--- config.mk ---
export PLATFORM = sky130hd
export DESIGN_NAME = cache_mem_adapter
export DESIGN_NICKNAME = d
export VERILOG_FILES = /design/src/verilog/adapter_pkg.sv /design/src/verilog/beat_counter.sv /design/src/verilog/cache_mem_adapter.sv /design/src/verilog/id_fifo.sv /design/src/verilog/line_assembler.sv /design/src/verilog/req_arbiter.sv /design/src/verilog/rtrn_ctrl.sv
export SDC_FILE = /design/constraint.sdc
export NUM_CORES = 1
export LEC_CHECK = 0
export ABC_AREA = 1
export ABC_CLOCK_PERIOD_IN_PS = 6170
export BUFFER_PORTS_ARGS = -buffer_cell sky130_fd_sc_hd__buf_2
export CAP_MARGIN = 10
export CORE_MARGIN = 2
export CORE_UTILIZATION = 35
export CTS_CLUSTER_DIAMETER = 50
export DETAILED_ROUTE_END_ITERATION = 7
export GPL_TIMING_DRIVEN = 0
export HOLD_SLACK_MARGIN = 0.1
export SLEW_MARGIN = 5
export SYNTH_ARGS = -nofsm -noshare
export SYNTH_HDL_FRONTEND = slang
export SYNTH_SLANG_ARGS = --single-unit
--- constraint.sdc ---
create_clock -name clk_i -period 6.17 [get_ports clk_i]
set_input_delay 1.234 -clock clk_i [delete_from_list [all_inputs] [get_ports clk_i]]
set_output_delay 1.234 -clock clk_i [all_outputs]
set_load 0.05 [all_outputs]
--- src/verilog/adapter_pkg.sv ---
package adapter_pkg;

  ////////////////////
  // sizes

  localparam int unsigned PLEN        = 40;
  localparam int unsigned WORD_W      = 64;
  localparam int unsigned TID_W       = 2;
  localparam int unsigned ILINE_WORDS = 4;
  localparam int unsigned DLINE_WORDS = 2;
  localparam int unsigned BLEN_W      = 2;
  localparam int unsigned REQ_DEPTH   = 2;
  localparam int unsigned META_DEPTH  = 4;

  // memory channel ids
  localparam logic ICACHE_CHAN = 1'b0;
  localparam logic DCACHE_CHAN = 1'b1;

  // 8 byte access
  localparam logic [1:0] SIZE_WORD = 2'd3;

  typedef logic [TID_W-1:0]  tid_t;
  typedef logic [BLEN_W-1:0] blen_t;
  typedef logic [WORD_W-1:0] word_t;

  ////////////////////
  // encodings

  typedef enum logic {
    DREQ_LOAD,
    DREQ_STORE
  } dreq_e;

  typedef enum logic {
    DRTRN_LOAD_ACK,
    DRTRN_STORE_ACK
  } drtrn_e;

  typedef enum logic [1:0] {
    ARB_IDLE,
    ARB_HOLD_I,
    ARB_HOLD_D
  } arb_state_e;

  ////////////////////
  // packets

  typedef struct packed {
    logic [PLEN-1:0] paddr;
    logic            nc;
    tid_t            tid;
  } icache_req_t;

  // size bit 2 set requests a full line
  typedef struct packed {
    dreq_e           rtype;
    logic [PLEN-1:0] paddr;
    logic [2:0]      size;
    word_t           data;
    tid_t            tid;
  } dcache_req_t;

  typedef struct packed {
    logic            we;
    logic [PLEN-1:0] addr;
    logic [1:0]      size;
    blen_t           blen;
    logic            id;
    word_t           wdata;
    logic [7:0]      be;
  } mem_req_t;

  typedef struct packed {
    word_t data;
    logic  id;
    logic  last;
  } mem_rd_t;

  typedef struct packed {
    tid_t                         tid;
    logic [ILINE_WORDS-1:0][WORD_W-1:0] data;
  } icache_rtrn_t;

  typedef struct packed {
    drtrn_e                             rtype;
    tid_t                               tid;
    logic [DLINE_WORDS-1:0][WORD_W-1:0] data;
  } dcache_rtrn_t;

endpackage

--- src/verilog/beat_counter.sv ---
`timescale 1ns/1ns

module beat_counter (
  input  logic                   clk_i,
  input  logic                   rst_ni,
  input  logic                   beat_i,
  input  logic                   last_i,
  output adapter_pkg::blen_t     idx_o
);

  adapter_pkg::blen_t idx_q;

  // slot of the next beat returns to zero once a burst ends
  always_ff @(posedge clk_i or negedge rst_ni) begin : p_cnt
    if (!rst_ni) begin
      idx_q <= '0;
    end else if (beat_i) begin
      if (last_i) begin
        idx_q <= '0;
      end else begin
        idx_q <= idx_q + 1'b1;
      end
    end
  end

  assign idx_o = idx_q;

endmodule

--- src/verilog/cache_mem_adapter.sv ---
`timescale 1ns/1ns

module cache_mem_adapter (
  input  logic                      clk_i,
  input  logic                      rst_ni,
  // icache
  input  logic                      icache_req_i,
  input  adapter_pkg::icache_req_t  icache_req_data_i,
  output logic                      icache_ack_o,
  output logic                      icache_rtrn_vld_o,
  output adapter_pkg::icache_rtrn_t icache_rtrn_o,
  // dcache
  input  logic                      dcache_req_i,
  input  adapter_pkg::dcache_req_t  dcache_req_data_i,
  output logic                      dcache_ack_o,
  output logic                      dcache_rtrn_vld_o,
  output adapter_pkg::dcache_rtrn_t dcache_rtrn_o,
  // memory
  output logic                      mem_req_valid_o,
  output adapter_pkg::mem_req_t     mem_req_o,
  input  logic                      mem_gnt_i,
  input  logic                      mem_rd_valid_i,
  input  adapter_pkg::mem_rd_t      mem_rd_i,
  output logic                      mem_rd_ready_o,
  input  logic                      mem_b_valid_i,
  output logic                      mem_b_ready_o
);

  adapter_pkg::icache_req_t ireq;
  adapter_pkg::dcache_req_t dreq;
  logic                     ireq_full, ireq_empty;
  logic                     dreq_full, dreq_empty;
  logic                     ipop, dpop;
  logic                     ird_full, drd_full, dwr_full;
  logic                     ird_pop, drd_pop, dwr_pop;
  logic                     ibeat, dbeat;
  adapter_pkg::tid_t        itid, drd_tid, dwr_tid;

  logic [adapter_pkg::ILINE_WORDS-1:0][adapter_pkg::WORD_W-1:0] iline;
  logic [adapter_pkg::DLINE_WORDS-1:0][adapter_pkg::WORD_W-1:0] dline;

  ////////////////////
  // request path

  assign icache_ack_o = icache_req_i & ~ireq_full;
  assign dcache_ack_o = dcache_req_i & ~dreq_full;

  id_fifo #(
    .dtype ( adapter_pkg::icache_req_t ),
    .DEPTH ( adapter_pkg::REQ_DEPTH    )
  ) i_ireq_fifo (
    .clk_i   ( clk_i             ),
    .rst_ni  ( rst_ni            ),
    .push_i  ( icache_ack_o      ),
    .data_i  ( icache_req_data_i ),
    .pop_i   ( ipop              ),
    .data_o  ( ireq              ),
    .full_o  ( ireq_full         ),
    .empty_o ( ireq_empty        )
  );

  id_fifo #(
    .dtype ( adapter_pkg::dcache_req_t ),
    .DEPTH ( adapter_pkg::REQ_DEPTH    )
  ) i_dreq_fifo (
    .clk_i   ( clk_i             ),
    .rst_ni  ( rst_ni            ),
    .push_i  ( dcache_ack_o      ),
    .data_i  ( dcache_req_data_i ),
    .pop_i   ( dpop              ),
    .data_o  ( dreq              ),
    .full_o  ( dreq_full         ),
    .empty_o ( dreq_empty        )
  );

  req_arbiter i_req_arbiter (
    .clk_i           ( clk_i           ),
    .rst_ni          ( rst_ni          ),
    .ireq_i          ( ireq            ),
    .ireq_empty_i    ( ireq_empty      ),
    .dreq_i          ( dreq            ),
    .dreq_empty_i    ( dreq_empty      ),
    .ird_full_i      ( ird_full        ),
    .drd_full_i      ( drd_full        ),
    .dwr_full_i      ( dwr_full        ),
    .mem_gnt_i       ( mem_gnt_i       ),
    .mem_req_valid_o ( mem_req_valid_o ),
    .mem_req_o       ( mem_req_o       ),
    .ipop_o          ( ipop            ),
    .dpop_o          ( dpop            )
  );

  ////////////////////
  // tid fifos

  id_fifo #(
    .dtype ( adapter_pkg::tid_t      ),
    .DEPTH ( adapter_pkg::META_DEPTH )
  ) i_ird_fifo (
    .clk_i   ( clk_i    ),
    .rst_ni  ( rst_ni   ),
    .push_i  ( ipop     ),
    .data_i  ( ireq.tid ),
    .pop_i   ( ird_pop  ),
    .data_o  ( itid     ),
    .full_o  ( ird_full ),
    .empty_o (          )
  );

  // data side tid goes to the read or write fifo by the request's write flag
  id_fifo #(
    .dtype ( adapter_pkg::tid_t      ),
    .DEPTH ( adapter_pkg::META_DEPTH )
  ) i_drd_fifo (
    .clk_i   ( clk_i                  ),
    .rst_ni  ( rst_ni                 ),
    .push_i  ( dpop & ~mem_req_o.we   ),
    .data_i  ( dreq.tid               ),
    .pop_i   ( drd_pop                ),
    .data_o  ( drd_tid                ),
    .full_o  ( drd_full               ),
    .empty_o (                        )
  );

  id_fifo #(
    .dtype ( adapter_pkg::tid_t      ),
    .DEPTH ( adapter_pkg::META_DEPTH )
  ) i_dwr_fifo (
    .clk_i   ( clk_i                 ),
    .rst_ni  ( rst_ni                ),
    .push_i  ( dpop & mem_req_o.we   ),
    .data_i  ( dreq.tid              ),
    .pop_i   ( dwr_pop               ),
    .data_o  ( dwr_tid               ),
    .full_o  ( dwr_full              ),
    .empty_o (                       )
  );

  ////////////////////
  // return path

  line_assembler #(
    .NUM_WORDS ( adapter_pkg::ILINE_WORDS )
  ) i_iline (
    .clk_i  ( clk_i              ),
    .rst_ni ( rst_ni             ),
    .beat_i ( ibeat              ),
    .last_i ( mem_rd_i.last      ),
    .data_i ( mem_rd_i.data      ),
    .line_o ( iline              )
  );

  line_assembler #(
    .NUM_WORDS ( adapter_pkg::DLINE_WORDS )
  ) i_dline (
    .clk_i  ( clk_i              ),
    .rst_ni ( rst_ni             ),
    .beat_i ( dbeat              ),
    .last_i ( mem_rd_i.last      ),
    .data_i ( mem_rd_i.data      ),
    .line_o ( dline              )
  );

  rtrn_ctrl i_rtrn_ctrl (
    .clk_i             ( clk_i             ),
    .rst_ni            ( rst_ni            ),
    .mem_rd_valid_i    ( mem_rd_valid_i    ),
    .mem_rd_i          ( mem_rd_i          ),
    .mem_b_valid_i     ( mem_b_valid_i     ),
    .itid_i            ( itid              ),
    .drd_tid_i         ( drd_tid           ),
    .dwr_tid_i         ( dwr_tid           ),
    .iline_i           ( iline             ),
    .dline_i           ( dline             ),
    .mem_rd_ready_o    ( mem_rd_ready_o    ),
    .mem_b_ready_o     ( mem_b_ready_o     ),
    .ibeat_o           ( ibeat             ),
    .dbeat_o           ( dbeat             ),
    .ird_pop_o         ( ird_pop           ),
    .drd_pop_o         ( drd_pop           ),
    .dwr_pop_o         ( dwr_pop           ),
    .icache_rtrn_vld_o ( icache_rtrn_vld_o ),
    .icache_rtrn_o     ( icache_rtrn_o     ),
    .dcache_rtrn_vld_o ( dcache_rtrn_vld_o ),
    .dcache_rtrn_o     ( dcache_rtrn_o     )
  );

endmodule

--- src/verilog/id_fifo.sv ---
`timescale 1ns/1ns

module id_fifo #(
  parameter type         dtype = logic,
  parameter int unsigned DEPTH = 2
) (
  input  logic clk_i,
  input  logic rst_ni,
  input  logic push_i,
  input  dtype data_i,
  input  logic pop_i,
  output dtype data_o,
  output logic full_o,
  output logic empty_o
);

  dtype                       mem_q [DEPTH];
  logic [$clog2(DEPTH)-1:0]   wr_ptr_q, rd_ptr_q;
  logic [$clog2(DEPTH+1)-1:0] usage_q;
  logic                       do_push, do_pop;

  assign full_o  = (usage_q == DEPTH);
  assign empty_o = (usage_q == '0);
  // pushes into a full fifo and pops from an empty one are ignored
  assign do_push = push_i & ~full_o;
  assign do_pop  = pop_i & ~empty_o;
  assign data_o  = mem_q[rd_ptr_q];

  always_ff @(posedge clk_i or negedge rst_ni) begin : p_ptr
    if (!rst_ni) begin
      wr_ptr_q <= '0;
      rd_ptr_q <= '0;
      usage_q  <= '0;
    end else begin
      if (do_push) begin
        wr_ptr_q <= (wr_ptr_q == DEPTH - 1) ? '0 : wr_ptr_q + 1'b1;
      end
      if (do_pop) begin
        rd_ptr_q <= (rd_ptr_q == DEPTH - 1) ? '0 : rd_ptr_q + 1'b1;
      end
      if (do_push && !do_pop) begin
        usage_q <= usage_q + 1'b1;
      end else if (!do_push && do_pop) begin
        usage_q <= usage_q - 1'b1;
      end
    end
  end

  always_ff @(posedge clk_i) begin : p_mem
    if (do_push) begin
      mem_q[wr_ptr_q] <= data_i;
    end
  end

endmodule

--- src/verilog/line_assembler.sv ---
`timescale 1ns/1ns

module line_assembler #(
  parameter int unsigned NUM_WORDS = 2
) (
  input  logic                                            clk_i,
  input  logic                                            rst_ni,
  input  logic                                            beat_i,
  input  logic                                            last_i,
  input  adapter_pkg::word_t                              data_i,
  output logic [NUM_WORDS-1:0][adapter_pkg::WORD_W-1:0]   line_o
);

  logic [NUM_WORDS-1:0][adapter_pkg::WORD_W-1:0] line_d, line_q;
  adapter_pkg::blen_t                            idx;

  beat_counter i_beat_counter (
    .clk_i  ( clk_i  ),
    .rst_ni ( rst_ni ),
    .beat_i ( beat_i ),
    .last_i ( last_i ),
    .idx_o  ( idx    )
  );

  always_comb begin : p_line
    line_d = line_q;
    if (beat_i) begin
      // first beat starts a fresh line so short reads leave upper words zero
      if (idx == '0) begin
        line_d = '0;
      end
      for (int w = 0; w < NUM_WORDS; w++) begin
        if (idx == w) begin
          line_d[w] = data_i;
        end
      end
    end
  end

  always_ff @(posedge clk_i or negedge rst_ni) begin : p_reg
    if (!rst_ni) begin
      line_q <= '0;
    end else begin
      line_q <= line_d;
    end
  end

  assign line_o = line_q;

endmodule

--- src/verilog/req_arbiter.sv ---
`timescale 1ns/1ns

module req_arbiter (
  input  logic                     clk_i,
  input  logic                     rst_ni,
  input  adapter_pkg::icache_req_t ireq_i,
  input  logic                     ireq_empty_i,
  input  adapter_pkg::dcache_req_t dreq_i,
  input  logic                     dreq_empty_i,
  input  logic                     ird_full_i,
  input  logic                     drd_full_i,
  input  logic                     dwr_full_i,
  input  logic                     mem_gnt_i,
  output logic                     mem_req_valid_o,
  output adapter_pkg::mem_req_t    mem_req_o,
  output logic                     ipop_o,
  output logic                     dpop_o
);

  adapter_pkg::arb_state_e state_d, state_q;
  logic                    dprio_d, dprio_q;
  logic                    i_elig, d_elig;
  logic                    sel_data, take;
  logic [7:0]              store_be;

  // a side may only go out if its tid fifo has room
  assign i_elig = ~ireq_empty_i & ~ird_full_i;
  assign d_elig = ~dreq_empty_i &
                  ((dreq_i.rtype == adapter_pkg::DREQ_STORE) ? ~dwr_full_i : ~drd_full_i);

  always_comb begin : p_sel
    unique case (state_q)
      adapter_pkg::ARB_HOLD_I: sel_data = 1'b0;
      adapter_pkg::ARB_HOLD_D: sel_data = 1'b1;
      default:                 sel_data = d_elig & (dprio_q | ~i_elig);
    endcase
  end

  assign mem_req_valid_o = sel_data ? d_elig : i_elig;
  assign take            = mem_req_valid_o & mem_gnt_i;
  assign ipop_o          = take & ~sel_data;
  assign dpop_o          = take & sel_data;

  // lock onto the chosen side until memory takes it
  always_comb begin : p_fsm
    state_d = state_q;
    dprio_d = dprio_q;
    if (take) begin
      state_d = adapter_pkg::ARB_IDLE;
      dprio_d = ~sel_data;
    end else if (mem_req_valid_o) begin
      state_d = sel_data ? adapter_pkg::ARB_HOLD_D : adapter_pkg::ARB_HOLD_I;
    end
  end

  always_ff @(posedge clk_i or negedge rst_ni) begin : p_state
    if (!rst_ni) begin
      state_q <= adapter_pkg::ARB_IDLE;
      dprio_q <= 1'b0;
    end else begin
      state_q <= state_d;
      dprio_q <= dprio_d;
    end
  end

  ////////////////////
  // request build

  always_comb begin : p_be
    unique case (dreq_i.size[1:0])
      2'd0:    store_be = 8'h01 << dreq_i.paddr[2:0];
      2'd1:    store_be = 8'h03 << {dreq_i.paddr[2:1], 1'b0};
      2'd2:    store_be = 8'h0f << {dreq_i.paddr[2], 2'b00};
      default: store_be = 8'hff;
    endcase
  end

  always_comb begin : p_req
    mem_req_o = '0;
    if (sel_data) begin
      mem_req_o.addr = dreq_i.paddr;
      mem_req_o.size = dreq_i.size[1:0];
      mem_req_o.id   = adapter_pkg::DCACHE_CHAN;
      if (dreq_i.rtype == adapter_pkg::DREQ_STORE) begin
        // single beat, full 64 bit lane
        mem_req_o.we    = 1'b1;
        mem_req_o.wdata = dreq_i.data;
        mem_req_o.be    = store_be;
      end else if (dreq_i.size[2]) begin
        mem_req_o.blen = adapter_pkg::blen_t'(adapter_pkg::DLINE_WORDS - 1);
      end
    end else begin
      mem_req_o.addr = ireq_i.paddr;
      mem_req_o.size = adapter_pkg::SIZE_WORD;
      mem_req_o.id   = adapter_pkg::ICACHE_CHAN;
      if (!ireq_i.nc) begin
        mem_req_o.blen = adapter_pkg::blen_t'(adapter_pkg::ILINE_WORDS - 1);
      end
    end
  end

endmodule

--- src/verilog/rtrn_ctrl.sv ---
`timescale 1ns/1ns

module rtrn_ctrl (
  input  logic                          clk_i,
  input  logic                          rst_ni,
  input  logic                          mem_rd_valid_i,
  input  adapter_pkg::mem_rd_t          mem_rd_i,
  input  logic                          mem_b_valid_i,
  input  adapter_pkg::tid_t             itid_i,
  input  adapter_pkg::tid_t             drd_tid_i,
  input  adapter_pkg::tid_t             dwr_tid_i,
  input  logic [adapter_pkg::ILINE_WORDS-1:0][adapter_pkg::WORD_W-1:0] iline_i,
  input  logic [adapter_pkg::DLINE_WORDS-1:0][adapter_pkg::WORD_W-1:0] dline_i,
  output logic                          mem_rd_ready_o,
  output logic                          mem_b_ready_o,
  output logic                          ibeat_o,
  output logic                          dbeat_o,
  output logic                          ird_pop_o,
  output logic                          drd_pop_o,
  output logic                          dwr_pop_o,
  output logic                          icache_rtrn_vld_o,
  output adapter_pkg::icache_rtrn_t     icache_rtrn_o,
  output logic                          dcache_rtrn_vld_o,
  output adapter_pkg::dcache_rtrn_t     dcache_rtrn_o
);

  logic                ivld_q, dvld_q;
  adapter_pkg::tid_t   itid_q, dtid_q;
  adapter_pkg::drtrn_e dtype_q;

  ////////////////////
  // decode

  // reads never stall
  assign mem_rd_ready_o = 1'b1;

  assign ibeat_o = mem_rd_valid_i & (mem_rd_i.id == adapter_pkg::ICACHE_CHAN);
  assign dbeat_o = mem_rd_valid_i & (mem_rd_i.id == adapter_pkg::DCACHE_CHAN);

  assign ird_pop_o = ibeat_o & mem_rd_i.last;
  assign drd_pop_o = dbeat_o & mem_rd_i.last;

  // a write response is taken only in a cycle without a read beat
  assign mem_b_ready_o = ~mem_rd_valid_i;
  assign dwr_pop_o     = mem_b_valid_i & mem_b_ready_o;

  ////////////////////
  // return regs

  always_ff @(posedge clk_i or negedge rst_ni) begin : p_rtrn
    if (!rst_ni) begin
      ivld_q  <= 1'b0;
      dvld_q  <= 1'b0;
      itid_q  <= '0;
      dtid_q  <= '0;
      dtype_q <= adapter_pkg::DRTRN_LOAD_ACK;
    end else begin
      ivld_q <= ird_pop_o;
      dvld_q <= drd_pop_o | dwr_pop_o;
      if (ird_pop_o) begin
        itid_q <= itid_i;
      end
      if (drd_pop_o) begin
        dtid_q  <= drd_tid_i;
        dtype_q <= adapter_pkg::DRTRN_LOAD_ACK;
      end else if (dwr_pop_o) begin
        dtid_q  <= dwr_tid_i;
        dtype_q <= adapter_pkg::DRTRN_STORE_ACK;
      end
    end
  end

  // line data is already registered in the assemblers
  always_comb begin : p_out
    icache_rtrn_vld_o   = ivld_q;
    icache_rtrn_o.tid   = itid_q;
    icache_rtrn_o.data  = iline_i;
    dcache_rtrn_vld_o   = dvld_q;
    dcache_rtrn_o.rtype = dtype_q;
    dcache_rtrn_o.tid   = dtid_q;
    dcache_rtrn_o.data  = dline_i;
  end

endmodule
# After elaboration in Yosys (flattened, before gate mapping)
# Memories as Yosys holds them, arrays and structs flattened. A register that Yosys moved wholly into a read port is not among the register bits.
# Index checks and enable logic that the tools add are counted.
# classes
n_addsub	22
mul	0
n_div	0
order_cmp	0
eq_ne	19
n_shift	3
n_mux	59
bitwise_logic	42
n_reduce_logical	46
# ops
op	n
64-bit 2-to-1 mux	6
256-bit 2-to-1 mux	1
72-bit 2-to-1 mux	2
128-bit 2-to-1 mux	1
45-bit 2-to-1 mux	1
2-bit 2-to-1 mux	18
1-bit AND	25
2-bit == test (second input constant)	12
8-bit case mux with 3 select lines	1
1-bit 2-to-1 mux	22
2-bit nonzero test	11
2-bit by 1-bit adder with 2-bit output (second input constant)	10
3-bit 2-to-1 mux	6
1-bit inverter	15
2-bit AND reduction	6
1-bit logical NOT	11
1-bit logical AND	10
2-bit logical NOT	5
3-bit by 1-bit adder with 3-bit output (second input constant)	3
3-bit == test (second input constant)	3
3-bit logical NOT	3
3-bit by 1-bit subtractor with 3-bit output (second input constant)	3
2-bit by 1-bit == test with 1-bit output (second input constant)	4
1-bit by 3-bit left shift with 8-bit output (first input constant)	1
6 further kinds	11
# totals
regBits	425
latchBits	0
mem_bits_rw	330
rom_bits	0
inputBits	226
out_inout_bits	514
word_cells	225
mem_count	5
# memory_table
name	depth	word_bits	read_ports	rd_ports_with_merged_regs	write_ports	line	rtl
i_dreq_fifo.mem_q	2	110	1	0	1	id_fifo.sv:17	dtype mem_q [DEPTH];
i_ireq_fifo.mem_q	2	43	1	0	1	id_fifo.sv:17	
i_drd_fifo.mem_q	4	2	1	0	1	id_fifo.sv:17	
i_dwr_fifo.mem_q	4	2	1	0	1	id_fifo.sv:17	
i_ird_fifo.mem_q	4	2	1	1	1	id_fifo.sv:17	

# Logic depth before layout (Yosys ltp)
# depth
word_depth	16
mapped_depth	17

# Cells and area by module
# From an unflattened synthesis, not the netlist that was laid out.
# hier_totals
hier_cells	3734
area_unflattened_um2	34540.6
# modules_own_cells
mod	n_inst	cells_per_inst	area_each_um2	seq_area_each_um2
line_assembler at i_iline	1	1247	10515.1	6406.1
id_fifo at i_dreq_fifo	1	606	8211.6	6706.4
line_assembler at i_dline	1	563	5149.9	3203.1
id_fifo at i_ireq_fifo	1	256	3360.7	2682.6
rtrn_ctrl	1	428	3216.8	175.2
id_fifo at i_drd_fifo ...	3	84	797.0	415.4
req_arbiter	1	352	1490.2	75.1
beat_counter	2	11	86.3	50.0
cache_mem_adapter	1	8	32.5	0.0

# Worst setup path before layout
# OpenSTA, ideal clock, no wires.
# synth_timing
kind	in2reg
from	in dcache_req_i
to	mem i_dreq_fifo.mem_q[1][0] in the netlist's numbering (enable)
setup_time_ns	0.582
t_arrival_ns	5.972
path_slack_ns	-0.384
stages	2
cell_sequence	o21ai_0 nor2_1
# synth_via
elab_chain_len	4
# synth_rtl
element	line	rtl
start, declared	cache_mem_adapter.sv:13	input logic dcache_req_i,
1-bit AND	cache_mem_adapter.sv:46	assign dcache_ack_o = dcache_req_i & ~dreq_full;
1-bit AND	id_fifo.sv:25	assign do_push = push_i & ~full_o;
1-bit 2-to-1 mux	id_fifo.sv:50	if (do_push) begin
1-bit 2-to-1 mux (not written as such)	id_fifo.sv:51	mem_q[wr_ptr_q] <= data_i;
end, declared	id_fifo.sv:17	
# Every way passes these cells.

==> impl_metrics.json <==
{
  "status": "finished, final reports clean",
  "report.power.total_mw": 23.90,
  "fp.dieH_um": 293.9,
  "ys_warn_count": 0,
  "cts_made_buffers": 94,
  "dr.pass1.iters": 5,
  "layout_common_cells": "buf_2 (750), o21ai_0 (452), dfrtp_1 (427)",
  "pwr-share-seq_pct": 30.8,
  "clockRootBuffer": "clkbuf_16",
  "cts.path.max_buffers": 3,
  "startpoint_type": "flop",
  "cts_hold_buf": 0,
  "hpwl_mm": 78.14,
  "cts_tree": "built",
  "drt-total-wl_mm": 104.4,
  "fmax_mhz": 241.7,
  "syn-num-nets": 2784,
  "finalSetupViolCount": 0,
  "powerDensity_nw_per_um2": 625.5,
  "hp-class": "in2async",
  "start_util_pct": 35.25,
  "ys.flop_type": "dfrtp_1",
  "ir_drop_v": 0.0004841,
  "area_growth_pct": 29.95,
  "combPwrFrac_pct": 45.0,
  "ioPinCount": 740,
  "finalMaxSlewViolations": 0,
  "avgSynthCellArea_um2": 11.63,
  "internal_power_mw": 12.51,
  "fin_hold_ws_ns": 0.3740,
  "hold_violations": 0,
  "max-slew-margin-rel_pct": 25.09,
  "post_cts_buffers": 0,
  "routabilityCongestion": 0.9115,
  "rsz0062_at_grt": "false",
  "synth-async-reset-ratio_pct": 56.41,
  "clock_skew_ns": 0.04878,
  "rrSetupSlack_ns": 3.29,
  "fin_ws_ns": 2.033,
  "worst_ep_arrival_time_ns": 2.90,
  "grt_pass1_wl_mm": 150.6,
  "vias": 22910,
  "crit_type": "reg2out",
  "p_leak_nw": 17.79,
  "clock_latency_ns": 0.65,
  "netlist_area_um2": 29410,
  "dieArea_um2": 86360,
  "clk_pin_slew_worst_paths_ns": 0.06,
  "cp_max_fo": 10,
  "h-tree-depth": 3,
  "synth-edff-count": 330,
  "grt_pass1_vias": 22458,
  "post_cts_resized": 0,
  "placementRows": 106,
  "synth_cell_type_count": 33,
  "grt_max_degree": 111,
  "core_area_um2": 83420,
  "worst_slew_pin_slew_ns": 1.124,
  "period_share_pct": 67.06,
  "numPortBuffers": 738,
  "grt-ovfl-total": 0,
  "drtIter0Drc": 1667,
  "clkPwrFrac_pct": 24.1,
  "dp_slack_ns": 1.859,
  "fin_crit_ns": 4.137,
  "p_switching_mw": 11.39,
  "ys_seq_area_share_pct": 70.03,
  "syn_inst": 2528,
  "drc": 0,
  "avgViaCountPerCell": 5.044,
  "wire_per_inst_um": 22.99,
  "drtAntennaViolNets": 0,
  "cp.required_ns": 4.94,
  "ys_seq_elements": 757,
  "nets": 3633,
  "drv_cap": 0,
  "grt_use_total_pct": 23.60,
  "switching_share_pct": 47.65,
  "fin_tns_setup_ns": 0,
  "antenna_found_initial": 29,
  "drive_above_1_share_pct": 29.75,
  "final_common_cell": "buf_2",
  "cts.sinks": 757,
  "end_kind": "output port",
  "dieWidth_um": 293.9
}
## through the flow
step / utilization (%) / cells / instance area, um^2
5_1_grt: 45.80 / 4539 / 38210
6_report: 45.81 / 4542 / 38220
4_1_cts: 45.78 / 4532 / 38190
3_3_place_gp: 41.31 / 4346 / 34460
2_1_floorplan: - / 2528 / 29410
3_5_place_dp: 41.80 / 4361 / 34870
## cell type report
cell class	instances	area, um^2
clock inverters	61	850.8
multi-input cells	1471	7631
plain buffers	167	714.4
inverters	133	499.2
clock buffers	110	2472
diodes	10	25.02
fillers	7732	45200
well taps	1080	1351
flip-flops and latches	757	20590
repair buffers	753	4079
## Yosys cell counts, drive strengths merged (2+ instances only)
cell type | instances | share of area, %
a21oi | 87 | 2.0
buf | 44 | 0.86
clkbuf | 123 | 1.6
dfrtp | 427 | 36
edfxtp | 330 | 34
fa | 3 | 0.20
ha | 27 | 1.1
inv | 133 | 1.7
mux2 | 4 | 0.15
mux2i | 41 | 1.4
nand2 | 422 | 5.4
nand3 | 270 | 4.6
nor2 | 63 | 0.86
o211ai | 39 | 1.0
o21ai | 456 | 7.8
o221ai | 2 | 0.060
o22ai | 2 | 0.043
or2 | 41 | 0.87
xnor2 | 6 | 0.18
xor2 | 5 | 0.15
## final timing paths
kind,startpoint,to,cells after the start
max in group asynchronous,rst_ni,i_dwr_fifo.rd_ptr_q[0],3
worst min-delay path,rst_ni,i_dline.line_o[39],1
worst min register to register,i_dline.line_o[13],i_dline.line_o[13],2
min in group clk_i,i_dline.line_o[13],i_dline.line_o[13],2
worst max-delay path,i_dreq_fifo.rd_ptr_q,mem_req_o[26],6
worst max register to register,i_dreq_fifo.rd_ptr_q,i_drd_fifo.usage_q[2],15
## routing by layer
metal	global-route usage [%]	share of wire [%]
met3	6.964	9.2
met5	0	0.18
met2	39.42	48
met1	28.45	38
met4	9.793	4.2
## cells by family after synthesis
logic type | count (synthesis) | share of synthesized area [%]
simple gates | 796 | 11.73
other cells | 1 | 0.01275
xor+xnor | 11 | 0.3276
compound gates | 588 | 10.87
flops | 757 | 70.03
mux | 45 | 1.549
buf+inv | 300 | 4.127
fa+ha+maj | 30 | 1.353
## critical path, stage by stage (launching register included)
cell,delay (ns)
dfrtp_1,0.37
buf_2,0.27
buf_2,0.37
clkbuf_1,0.47
nand2_1,0.09
a21oi_1,0.32
buf_2,0.34
## flip-flops by register name, summed over array words and instances, names as in the netlist, 3 cells and up
register            cells
i_dwr_fifo.mem_q        8
i_dline.line_o        128
i_ird_fifo.mem_q        8
i_dreq_fifo.mem_q     220
i_iline.line_o        256
i_drd_fifo.mem_q        8
i_drd_fifo.usage_q      3
i_ird_fifo.usage_q      3
i_dwr_fifo.usage_q      3
i_ireq_fifo.mem_q      86
## power groups by stage
| stage | Sequential, mW | Combinational [mW] | Clock [mW] |
|---|---|---|---|
| 3_5_place_dp | 7.44 | 10.8 | 0 |
| 5_1_grt | 7.49 | 11.4 | 6.09 |
| 2_1_floorplan | 10.0 | 4.96 | 0 |
| 3_3_place_gp | 7.49 | 10.6 | 0 |
| 6_report | 7.37 | 10.8 | 5.77 |
| 4_1_cts | 7.35 | 10.9 | 5.87 |
(Power assumes the default switching activity.)
